$ cat src/otter_mem_defs.svh
`ifndef OTTER_MEM_DEFS_SVH
`define OTTER_MEM_DEFS_SVH

//////////////////////////////////////////////////////////////////////
// Data memory geometry
//////////////////////////////////////////////////////////////////////

// Byte address bits decoded by the data memory
// 2^15 bytes, so 32 KiB of RAM
`define MEM_ADDR_WIDTH 15

// Width of the CPU data port and of one RAM word
`define MEM_BUS_WIDTH 32

`endif

$ cat src/otter_bus_pkg.sv
package otter_bus_pkg;

    //////////////////////////////////////////////////////////////////
    // CPU-side port encodings
    //////////////////////////////////////////////////////////////////

    // Access size, taken from funct3[1:0] of the load/store
    // Code 2'b11 is reserved and flagged as a size fault
    typedef enum logic [1:0] {
        BYTE = 2'd0,
        HALF = 2'd1,
        WORD = 2'd2
    } access_size_e;

endpackage

$ cat src/load_align.sv
`timescale 1ns/1ps
`include "otter_mem_defs.svh"

module load_align (
    input  logic                        clk,
    input  logic                        arst_n,
    input  logic                        rd,
    input  logic [1:0]                  addr_low,
    input  otter_bus_pkg::access_size_e size,
    input  logic                        load_unsigned,
    input  logic                        error,
    input  logic [`MEM_BUS_WIDTH-1:0]   rdata_raw,
    output logic [`MEM_BUS_WIDTH-1:0]   rdata
);

    import otter_bus_pkg::*;

    // Attributes of the read in flight
    access_size_e              size_q;
    logic [1:0]                addr_low_q;
    logic                      unsigned_q;
    logic                      error_q;
    // Addressed lanes moved down to bit 0
    logic [`MEM_BUS_WIDTH-1:0] shifted;

    //////////////////////////////////////////////////////////////////
    // Read attribute stage, lines up with the RAM output register
    //////////////////////////////////////////////////////////////////

    always_ff @(posedge clk or negedge arst_n) begin
        if (!arst_n) begin
            error_q <= 1'b0;
        end else if (rd) begin
            error_q <= error;
        end
    end

    // Sampled with the same strobe as the RAM, so both hold together
    always_ff @(posedge clk) begin
        if (rd) begin
            size_q     <= size;
            addr_low_q <= addr_low;
            unsigned_q <= load_unsigned;
        end
    end

    //////////////////////////////////////////////////////////////////
    // Lane select and extension
    //////////////////////////////////////////////////////////////////

    assign shifted = rdata_raw >> {addr_low_q, 3'b000};

    always_comb begin
        case (size_q)
            BYTE: rdata = unsigned_q ? {{(`MEM_BUS_WIDTH-8){1'b0}}, shifted[7:0]}
                                     : {{(`MEM_BUS_WIDTH-8){shifted[7]}}, shifted[7:0]};
            HALF: rdata = unsigned_q ? {{(`MEM_BUS_WIDTH-16){1'b0}}, shifted[15:0]}
                                     : {{(`MEM_BUS_WIDTH-16){shifted[15]}}, shifted[15:0]};
            // Word loads pass straight through
            default: rdata = rdata_raw;
        endcase
        // Faulting read returns zero
        if (error_q) rdata = '0;
    end

endmodule

$ cat config.mk
export PLATFORM = sky130hd
export DESIGN_NAME = load_align
export DESIGN_NICKNAME = d
export VERILOG_FILES = /design/src/otter_bus_pkg.sv /design/src/load_align.sv
export VERILOG_INCLUDE_DIRS = /design/src
export SDC_FILE = /design/constraint.sdc
export NUM_CORES = 1
export LEC_CHECK = 0
export BUFFER_PORTS_ARGS = -buffer_cell sky130_fd_sc_hd__buf_4
export CAP_MARGIN = 20
export CORE_MARGIN = 1
export CORE_UTILIZATION = 43
export DETAILED_ROUTE_END_ITERATION = 12
export PLACE_DENSITY_LB_ADDON = 0.05
export SYNTH_ARGS = -nofsm -noshare
export SYNTH_HDL_FRONTEND = slang
export SYNTH_SLANG_ARGS = --single-unit
$ cat constraint.sdc
create_clock -name clk -period 3.6 [get_ports clk]
set_input_delay 0.72 -clock clk [delete_from_list [all_inputs] [get_ports clk]]
set_output_delay 0.72 -clock clk [all_outputs]
set_load 0.01 [all_outputs]
==> flow_summary.ini <==
[outcome]
status = finished, final reports clean

[worst_setup_path]
cp.arrival_ps = 2410
ff2ff_setup_slack_ps = 2560
required_ps = 2880
critPathCaptureType = output pin
r2r_cells = 1
rr_startpoint = error_q$_DFFE_PN0P_
path_class = flop to output pin
r2r_end = error_q$_DFFE_PN0P_
startpoint = size_q[1]$_DFFE_PP_
crit_fanout = 21
crit_path_start_kind = flop

[die]
design.core.area_mm2 = 0.00204
num_rows = 16
start_util_pct = 47.3
die_w_um = 49.4
io_pins = 73
design.die.area_mm2 = 0.00244
die_h_um = 49.4

[cells_and_area]
drive_gt1_share_pct = 47.1
fin_util_pct = 73.1
antennaDiodeCount = 0
final_cell_area_mm2 = 0.00149
fin_nets = 231
layout_common_cells = buf_4, nand2_1, o21ai_0
area_growth_pct = 54.5
final_common_cell = buf_4
finalNonFillerCells = 216

[place]
io_buffers = 72
placed_cells = 212
gp_congestion = 0.884
place_hpwl_um = 2350
placement.cell_area_mm2 = 0.00147

[cts]
cts_sinks = 6
numCtsBuffers = 3
hold_buffers = 0
cts_setup_buffers = 0
cts-htree-levels = 1
tritoncts = built
cts-root-buf = clkbuf_4
clk_pin_slew_ps = 40
cts_resized = 0
clk_path_buf_depth = 2
clk_latency_ps = 240

[sta]
fin_crit_ps = 3130
skew_ps = 0
slew_viol_final = 0
hold_viol_final = 0
rsz0062_at_grt = no
fmax_mhz = 319
holdWs_ps = 248
tightest_slew_ps = 597
relSlewSlack_pct = 60.2
finalCritPeriodShare_pct = 87.0
setup-violations-final = 0
tns_ps = 0

[grt]
grt_max_degree = 22
first_global_vias = 1087
track_usage_pct = 24.1
overflow = 0
grt_pass1_wl_um = 4660
antenna_found_initial = 0

[drt]
viasPerCell = 5.86
num_vias = 1265
drtIter0Drc = 44
drtPass1Iterations = 4
postRouteAntennaNets = 0
wl_per_cell_um = 14.0
totalWireLength_um = 3030
drc = 0

[synthesis]
yosysWarnings = 0
ys_ff_latch = 6
netlist_area_um2 = 966
synth_seq_area_share_pct = 18.1
syn_inst = 128
postSynthNetCount = 169
syn_avg_cell_area_um2 = 7.55
ys_types = 31

[power_and_ir_drop]
leakagePower_nw = 0.670
vdd_ir_drop_max_mv = 0.372
p_per_area_mw_per_mm2 = 266

[flow_run]
max-cap-violations = 0

[min_path]
min_path_type = input pin to async pin
==> stage by stage <==
step / setup WS (ps) / power (W)
finish: 470 / 0.000397
global route: 368 / 0.000422
CTS: 495 / 0.000398
detailed placement: 759 / 0.000330
global placement: 816 / 0.000327
floorplan: 1220 / 0.000223
==> layer usage <==
layer  GRT usage (%)  vias to the layer above  wire length [um]
met5               0                        -                 0
li1                -                      610                 -
met1            32.6                      560              1300
met4            2.86                        0                 4
met2            40.0                       93              1350
met3            5.30                        2               380
==> power breakdown <==
| part | leakage, nW | switching (W) | total, W | internal (W) |
|---|---|---|---|---|
| registers | 0.0606 | 0.0000187 | 0.000101 | 0.0000822 |
| logic | 0.595 | 0.000108 | 0.000231 | 0.000123 |
| clock network | 0.0150 | 0.0000235 | 0.0000654 | 0.0000419 |
| total | 0.670 | 0.000150 | 0.000397 | 0.000247 |
==> synth_stat cells <==
cell / count / area (um2)
clkinv_1: 1 / 3.75
nand2b_1: 1 / 6.26
mux2_2: 9 / 101
o22ai_1: 7 / 43.8
mux2_4: 1 / 15.0
clkbuf_1: 8 / 30.0
nand2_1: 18 / 67.6
a21oi_1: 9 / 45.0
or3b_1: 1 / 8.76
o21ba_2: 1 / 10.0
o31ai_1: 8 / 60.1
nand3b_1: 1 / 7.51
dfrtp_1: 1 / 25.0
mux2i_1: 1 / 10.0
clkbuf_2: 1 / 5.00
or3_1: 1 / 6.26
buf_6: 2 / 22.5
a221oi_1: 7 / 61.3
o21ai_0: 16 / 80.1
mux4_2: 1 / 22.5
inv_1: 1 / 3.75
nor2_1: 8 / 30.0
edfxtp_1: 5 / 150
a221oi_4: 1 / 26.3
xor2_1: 1 / 8.76
buf_1: 1 / 3.75
and4b_1: 1 / 10.0
o211a_1: 1 / 10.0
nor2b_1: 3 / 18.8
buf_2: 4 / 20.0
a211oi_1: 7 / 52.6
==> worst max path at each step <==
| stage | cells past startpoint | slack [ps] | end |
|---|---|---|---|
| 6_report | 4 | 470 | rdata[10] |
| 5_1_grt | 4 | 370 | rdata[11] |
| 4_1_cts | 4 | 490 | rdata[10] |
| 3_5_place_dp | 4 | 760 | rdata[10] |
| 3_3_place_gp | 4 | 820 | rdata[15] |
| 2_1_floorplan | 4 | 1220 | rdata[21] |
==> critical path, cell delays in order, from the launching register on <==
cell      delay [ps]
edfxtp_1         630
or3_1            660
or3b_1           560
o31ai_1          140
buf_4            170
==> area by class of cell <==
class / count / area, um2
tap: 27 / 33.8
timing repair buffer: 73 / 548
clock buffer: 4 / 26.3
fill: 164 / 549
sequential: 6 / 175
inverter: 2 / 7.51
multi-input combinational: 104 / 702
==> sequential cells by signal, summed over array words and instances (netlist names) <==
name,flops
addr_low_q,2
error_q,1
size_q,2
unsigned_q,1
==> logic make-up after synthesis <==
family	after synthesis	synth area share [%]
compound gates	57	40.3
xor+xnor	1	0.907
buf+inv	18	9.20
flops	6	18.1
mux	12	15.4
simple gates	34	16.1
Note: power is estimated with default switching activity, not from simulation.
