===== src/otter_mem_defs.svh =====
`ifndef OTTER_MEM_DEFS_SVH
`define OTTER_MEM_DEFS_SVH

//////////////////////////////////////////////////////////////////////
// Data memory geometry
//////////////////////////////////////////////////////////////////////

// Byte address bits decoded by the data memory
// 2^15 bytes, so 32 KiB of RAM
`define MEM_ADDR_WIDTH 15

// Width of the CPU data port and of one RAM word
`define MEM_BUS_WIDTH 32

`endif


===== src/otter_fault_pkg.sv =====
package otter_fault_pkg;

    //////////////////////////////////////////////////////////////////
    // Fault causes reported by the memory check
    //////////////////////////////////////////////////////////////////

    // Listed here in encoding order, not priority order
    typedef enum logic [1:0] {
        FAULT_NONE     = 2'd0,
        FAULT_RANGE    = 2'd1,
        FAULT_MISALIGN = 2'd2,
        FAULT_SIZE     = 2'd3
    } fault_cause_e;

endpackage


===== src/fault_regs.sv =====
`timescale 1ns/1ps

module fault_regs (
    input  logic                          clk,
    input  logic                          arst_n,
    input  logic                          rd,
    input  logic                          wr,
    input  logic [31:0]                   addr,
    input  logic                          error,
    input  otter_fault_pkg::fault_cause_e cause,
    input  logic                          fault_clear,
    output logic                          fault_valid,
    output logic [31:0]                   fault_addr,
    output otter_fault_pkg::fault_cause_e fault_cause,
    output logic                          fault_write,
    output logic [7:0]                    fault_count
);

    import otter_fault_pkg::*;

    // Counter stops here
    localparam logic [7:0] COUNT_MAX = 8'hFF;

    logic fault_taken;
    logic capture;

    // Only an access that is actually taken can fault
    assign fault_taken = (rd || wr) && error;
    // Empty capture slot, or one being cleared this edge
    assign capture     = fault_taken && (!fault_valid || fault_clear);

    //////////////////////////////////////////////////////////////////
    // First-fault capture and fault counter
    //////////////////////////////////////////////////////////////////

    always_ff @(posedge clk or negedge arst_n) begin
        if (!arst_n) begin
            fault_valid <= 1'b0;
            fault_addr  <= '0;
            fault_cause <= FAULT_NONE;
            fault_write <= 1'b0;
            fault_count <= '0;
        end else begin
            // Sticky until cleared, later faults are only counted
            if (capture) begin
                fault_valid <= 1'b1;
                fault_addr  <= addr;
                fault_cause <= cause;
                fault_write <= wr;
            end else if (fault_clear) begin
                fault_valid <= 1'b0;
                fault_addr  <= '0;
                fault_cause <= FAULT_NONE;
                fault_write <= 1'b0;
            end
            // Clear wins, a coincident fault restarts at one
            if (fault_clear) begin
                fault_count <= fault_taken ? 8'd1 : 8'd0;
            end else if (fault_taken && fault_count != COUNT_MAX) begin
                fault_count <= fault_count + 8'd1;
            end
        end
    end

endmodule


===== config.mk =====
export PLATFORM = sky130hd
export DESIGN_NAME = fault_regs
export DESIGN_NICKNAME = d
export VERILOG_FILES = /design/src/otter_mem_defs.svh /design/src/otter_fault_pkg.sv /design/src/fault_regs.sv
export SDC_FILE = /design/constraint.sdc
export NUM_CORES = 1
export LEC_CHECK = 0
export BUFFER_PORTS_ARGS = -buffer_cell sky130_fd_sc_hd__buf_2
export CAP_MARGIN = 5
export CORE_ASPECT_RATIO = 1.25
export CORE_MARGIN = 4
export CORE_UTILIZATION = 30
export DETAILED_ROUTE_END_ITERATION = 8
export SYNTH_ARGS = -nofsm -noshare
export SYNTH_HDL_FRONTEND = slang
export SYNTH_SLANG_ARGS = --single-unit

===== constraint.sdc =====
create_clock -name clk -period 1.85 [get_ports clk]
set_input_delay 0.2775 -clock clk [delete_from_list [all_inputs] [get_ports clk]]
set_output_delay 0.2775 -clock clk [all_outputs]
set_load 0.005 [all_outputs]

==> impl_metrics.tcl, run 1 <==
set metrics [dict create \
    cp-startpoint "fault_count[0]" \
    ir_drop_uv 291 \
    cts_tree "done" \
    grt_use_total_pct 11.4 \
    seq_power_share_pct 52.5 \
    design_area_um2 2700 \
    hp-class "in2reg" \
    drcViolationCount 0 \
    cp_max_fo 6 \
    max_freq_ghz 0.627 \
    r2r_cells 4 \
    die_h_um 101 \
    synth_area_um2 2070 \
    timing.hold.ws_ps 195 \
    clk_pin_slew_worst_paths_ps 80 \
    synth_edf_count 0 \
    yosys.cell_types.count 33 \
    yosys_warnings 0 \
    ant_nets 0 \
    wl_um 4530 \
    num_antenna_cells 0 \
    worstSetupPathType "reg2reg" \
    via_count 1575 \
    fin_nets 292 \
    fillers 669 \
    crit_required_ps 2030 \
    coreArea_um2 6650 \
    clkSinkCount 44 \
    r2r_setup_slack_ps 260 \
    dr.pass1.iters 3 \
    skew_ps 5.23 \
    critPathTopFamily "flip-flops" \
    dieArea_um2 8320 \
    synth_ff_type "dfrtp_1" \
    path_depth 4 \
    htreeDepth 2 \
    p_sw_uw 512 \
    period_needed_ps 1590 \
    rsz0062_at_grt "false" \
    dpl_cell_area_um2 2600 \
    tightest_slew_ps 530 \
    cap_violations 0 \
    row_count 33 \
    clock_path_buffers 2 \
    start_kind "flip-flop" \
    grt_pass1_vias 1566 \
    grt_max_degree 45 \
    intPower_uw 1540 \
    areaGrowthSynthToFinish_pct 30.2 \
    die_w_um 82.4 \
    slew-limit-headroom_pct 64.7 \
    crit_chain "ha_1 -> and4_1 -> a211oi_1 -> mux2_2" \
    cts_root_buf "clkbuf_8" \
    power_frac_clock_pct 30.4 \
    dp_hpwl_um 3230 \
    p_leak_uw 0.00140 \
    io_buffer_count 83 \
    crit_path_end "fault_count[3]" \
    routedWlPerCell_um 13.4 \
    drt_iter0_markers 32 \
    grt_pass1_wl_um 7290 \
    cp_num_buf_inv 0 \
    layout-drive-gt1-share_pct 49.6 \
    pwr-share-comb_pct 17.1 \
    ys_ff_latch 44 \
    finalWorstSetupSlack_ps 256 \
    avgSynthCellArea_um2 12.6 \
    synth_cells 164 \
    syn_nets 205 \
    cts_buffers 5 \
    cp_data_arrival_time_ps 1770 \
    ys_seq_area_share_pct 53.1 \
    total_power_uw 2050 \
    routabilityCongestion 0.748 \
    final-setup-viol-count 0 \
    hold_viol 0 \
    synth_async_sr_flop_share_pct 100 \
    period_share_pct 86.2 \
    status "finished, final reports clean" \
    reg2reg_from "fault_count[0]" \
    slowest_stage "dfrtp_1" \
    antenna_found_initial 0 \
    max_stage_delay_ps 430 \
    tns_ps 0 \
    overflow 0 \
    via_per_inst 4.65 \
    io_pins 84 \
    insertion_delay_ps 290 \
    place_ws_ps 275 \
    p_per_area_nw_per_um2 761 \
    initial_core_util_pct 31.2 \
    p_sw_share_pct 24.9 \
    critPathCaptureType "flip-flop" \
    r2r-end "fault_count[3]" \
    finalMaxSlewViolations 0 \
]
[through the flow]
step | instances | utilization, %
3_5_place_dp | 330 | 39.1
3_3_place_gp | 330 | 39.1
6_report | 339 | 40.6
2_1_floorplan | 164 | -
5_1_grt | 339 | 40.6
4_1_cts | 339 | 40.6
[sequential cells by signal, indices dropped and copies added, names as in the netlist]
| name | count |
|---|---|
| fault_cause | 2 |
| fault_count | 8 |
| fault_valid | 1 |
| fault_write | 1 |
| fault_addr | 32 |
[how the worst min path moves through the flow]
stage | start | cells past startpoint | slack, ps | endpoint
after CTS | addr[10] | 2 | 180 | fault_addr[10]
after floorplan | arst_n | 0 | -20 | fault_addr[0]
after global placement | arst_n | 1 | 290 | fault_addr[9]
after global routing | addr[8] | 2 | 190 | fault_addr[8]
final | addr[10] | 2 | 200 | fault_addr[10]
after detailed placement | arst_n | 1 | 290 | fault_addr[9]
[placed cells by master (no fill, tap or decap), types with 2 or more instances in the layout]
cell,n
nor2b_1,31
a211oi_1,2
buf_12,2
dfrtp_1,44
and2b_1,6
buf_2,83
a31oi_1,2
and3_1,2
mux2_1,8
nor3_1,2
clkbuf_8,6
inv_1,2
a311oi_1,2
clkbuf_1,2
nor2_1,2
mux2_2,28
a21oi_1,3
a41oi_1,3
buf_4,3
nand2_1,4
[cells in the mapped netlist, types with 2 or more instances]
master,instances,share of area (%)
clkbuf_1,4,0.72
nor3_1,2,0.48
a211oi_1,2,0.72
dfrtp_1,44,53
buf_6,3,1.6
a311oi_1,2,0.84
mux2_1,8,4.3
nor2b_1,31,9.3
a41oi_1,3,1.3
nand2_1,4,0.72
and2b_1,6,2.2
and3_1,2,0.60
mux2_2,28,15
inv_1,2,0.36
a31oi_1,2,0.60
a21oi_1,3,0.72
nor2_1,2,0.36
[final cells by class]
cell class,count,area (um2),share of cell area (%)
Multi-Input combinational cell,108,901,33.4
Sequential cell,44,1100,40.8
Clock buffer,8,90.1,3.34
Timing Repair Buffer,89,488,18.1
Inverter,3,11.3,0.417
Tap cell,87,109,4.03
[cell families (layout without fill, tap and decap cells)]
family,count (synthesis),count (layout),synth area share (%)
AOI/OAI and AO/OA,19,19,7.72
muxes,37,37,20.0
and+or+nand+nor,51,51,15.1
buffers and inverters,12,100,3.50
adders and majority gates,1,1,0.603
DFF,44,44,53.1
[what timing repair did]
action / CTS / global route
hold buffers: 1 / 0
gates resized for setup: 0 / 0
hold endpoints to repair: 21 / 0
buffers inserted: 0 / 0
[power groups by stage]
stage	logic, uW	registers [uW]	clock network [uW]
5_1_grt	393	1090	696
3_3_place_gp	355	1100	0
4_1_cts	363	1080	662
6_report	351	1080	624
2_1_floorplan	173	1110	0
3_5_place_dp	360	1100	0
[routing by layer]
metal  global-route usage, %  vias up  wire length (um)
met5                       0        -                 0
met4                    3.84        0                42
met3                    4.20        4               378
met2                    18.8       53              2230
met1                    13.6      770              1880
li1                        -      748                 -
No activity file was read; power rests on OpenSTA's default activity.
==> run 2: changes to the inputs <==
--- a/config.mk
+++ b/config.mk
@@ -6,4 +6,5 @@
 export NUM_CORES = 1
 export LEC_CHECK = 0
+export ABC_AREA = 1
 export BUFFER_PORTS_ARGS = -buffer_cell sky130_fd_sc_hd__buf_2
 export CAP_MARGIN = 5
==> constraint.sdc (replaced) <==
create_clock -name clk -period 1.85 [get_ports clk]
set_input_delay 0.2775 -clock clk [delete_from_list [all_inputs] [get_ports clk]]
set_output_delay 0.2775 -clock clk [all_outputs]
set_load 0.02 [all_outputs]
==> run 2 against run 1 <==
Effect of this change:
- register-to-register slack improved by 180 ps
- clock-buffer cell count shrank 3
- total power is 14% higher
- largest cell class unchanged
- worst setup slack better by 180 ps
- via count rose by 12%
==> impl_metrics.tcl, run 2 <==
set metrics [dict create \
    drt_iter0_markers 58 \
    via_per_inst 4.45 \
    num_antenna_cells 0 \
    coreArea_um2 6290 \
    skew_ps 7.38 \
    insertion_delay_ps 290 \
    critPathCaptureType "flip-flop" \
    layout-drive-gt1-share_pct 33.3 \
    ys_ff_latch 44 \
    row_count 32 \
    cts_root_buf "clkbuf_8" \
    synth_async_sr_flop_share_pct 100 \
    cts_tree "done" \
    final_common_cell "nand2_1" \
    status "finished, final reports clean" \
    placed_cells 389 \
    die_h_um 98.8 \
    dp_hpwl_um 3610 \
    cp_data_arrival_time_ps 1600 \
    ys_seq_area_share_pct 55.7 \
    total_power_uw 2340 \
    ys_top_cells_by_area "dfrtp_1 56%, nand2_1 17%, nand3_1 12%" \
    cap_violations 0 \
    routabilityCongestion 0.821 \
    drcViolationCount 0 \
    ir_drop_uv 499 \
    finalNonFillerCells 397 \
    io_pins 84 \
    antenna_found_initial 0 \
    slew-limit-headroom_pct 65.4 \
    start_kind "flip-flop" \
    yosys.area.top_type "dfrtp_1" \
    die_w_um 80.6 \
    ant_nets 0 \
    rsz0062_at_grt "false" \
    yosysTopAreaCellShare_pct 55.7 \
    largest_reg_flops 32 \
    fin_nets 353 \
    routedWlPerCell_um 12.7 \
    post_cts_buffers 0 \
    finalMaxSlewViolations 0 \
    grt_pass1_wl_um 8410 \
    avgSynthCellArea_um2 8.60 \
    crit_required_ps 2040 \
    most-common-layout-cells "92 x nand2_1, 83 x buf_2, 47 x nand3_1" \
    period_needed_ps 1420 \
    dieArea_um2 7960 \
    htreeDepth 2 \
    grt_pass1_vias 1796 \
    place_ws_ps 428 \
    worstSetupPathType "reg2reg" \
    tightest_slew_ps 519 \
    cts_repair_resize_count 0 \
    cts_buffers 5 \
    yosys-top-cells-count "92 x nand2_1, 47 x nand3_1, 44 x dfrtp_1" \
    synth_cells 230 \
    regMostFlops "fault_addr" \
    synth_area_um2 1980 \
    max_freq_ghz 0.706 \
    synth_ff_type "dfrtp_1" \
    clk_pin_slew_worst_paths_ps 80 \
    yosys_warnings 0 \
    yosys.cell_types.count 22 \
    clkSinkCount 44 \
    cp_max_fo 8 \
    p_leak_uw 0.00149 \
    period_share_pct 76.6 \
    largestRegisters "fault_addr: 32 flops, fault_count: 8 flops, fault_cause: 2 flops" \
    hold_viol 0 \
    dr.pass1.iters 4 \
    via_count 1767 \
    initial_core_util_pct 31.4 \
    final-setup-viol-count 0 \
    io_buffer_count 83 \
    hp-class "in2reg" \
    grt_max_degree 49 \
    clock_path_buffers 2 \
    grt_use_total_pct 13.4 \
    overflow 0 \
    syn_nets 271 \
    yosysMostFrequentCell "nand2_1" \
    synth_edf_count 0 \
    finalWorstSetupSlack_ps 433 \
    fillers 673 \
    areaGrowthSynthToFinish_pct 30.8 \
    wl_um 5040 \
    tns_ps 0 \
    p_per_area_nw_per_um2 905 \
]
## run 2: cell count changes in the layout (fill, tap and decap cells not counted), sizes merged, moves of 6 or more
cell   before  now
nor2b      31    0
nor2        2    9
nand2       4   97
inv         3    9
nand3       1   47
and2b       6    0
mux2       36    0
## run 2: cell type report
cell class | instances | area, um2 | share of cell area (%)
sequential | 44 | 1100 | 42.6
tap | 85 | 106 | 4.11
multi-input combinational | 166 | 761 | 29.4
inverter | 9 | 36.3 | 1.40
clock buffer | 5 | 68.8 | 2.66
timing repair buffer | 86 | 453 | 17.5
clock inverter | 2 | 60.1 | 2.32
## run 2: power breakdown
group | internal (uW) | switching, uW
Sequential | 1040 | 50.2
Combinational | 138 | 272
Clock | 531 | 314
## run 2: kinds of logic after synthesis
logic type	synth area share, %
AOI/OAI and AO/OA	3.10
adders and majority gates	0.633
buffers and inverters	5.82
DFF	55.7
and+or+nand+nor	34.7
## run 2: worst paths after layout
check	slack, ps	endpoint	cells past startpoint	startpoint
max in group asynchronous	870	fault_addr[13]	3	arst_n
min reg2reg	500	fault_addr[18]	2	fault_addr[18]
min	180	fault_addr[26]	3	addr[26]
max	430	fault_count[1]	8	fault_count[0]
max reg2reg	430	fault_count[1]	8	fault_count[0]
min in group asynchronous	480	fault_addr[29]	2	arst_n
## run 2: timing repair
item	CTS	global route
endpoints found under the hold margin	20	0
hold buffers	1	0
setup endpoints to repair	0	0
## run 2: metal layers
metal	share of wire (%)	track usage, %	vias up
met1	41	15.7	815
met4	1.4	4.81	0
met3	5.0	2.83	6
li1	-	-	897
met5	0	0	-
met2	52	23.8	49
## run 2: through the flow
step | instance area [um2] | hold slack, ps | utilization (%)
finish | 2590 | 183 | 41.1
global route | 2590 | 164 | 41.1
CTS | 2590 | 170 | 41.1
detailed placement | 2450 | 265 | 38.9
global placement | 2450 | 269 | 38.9
floorplan | 1980 | -18.1 | -
## run 2: worst max-delay path: stages, from the launching register on
cell,delay (ps)
dfrtp_1,440
ha_1,230
nand2_2,90
nor2_1,110
nand2_1,100
nand2_4,130
inv_2,80
nand3_1,70
nand2_1,60
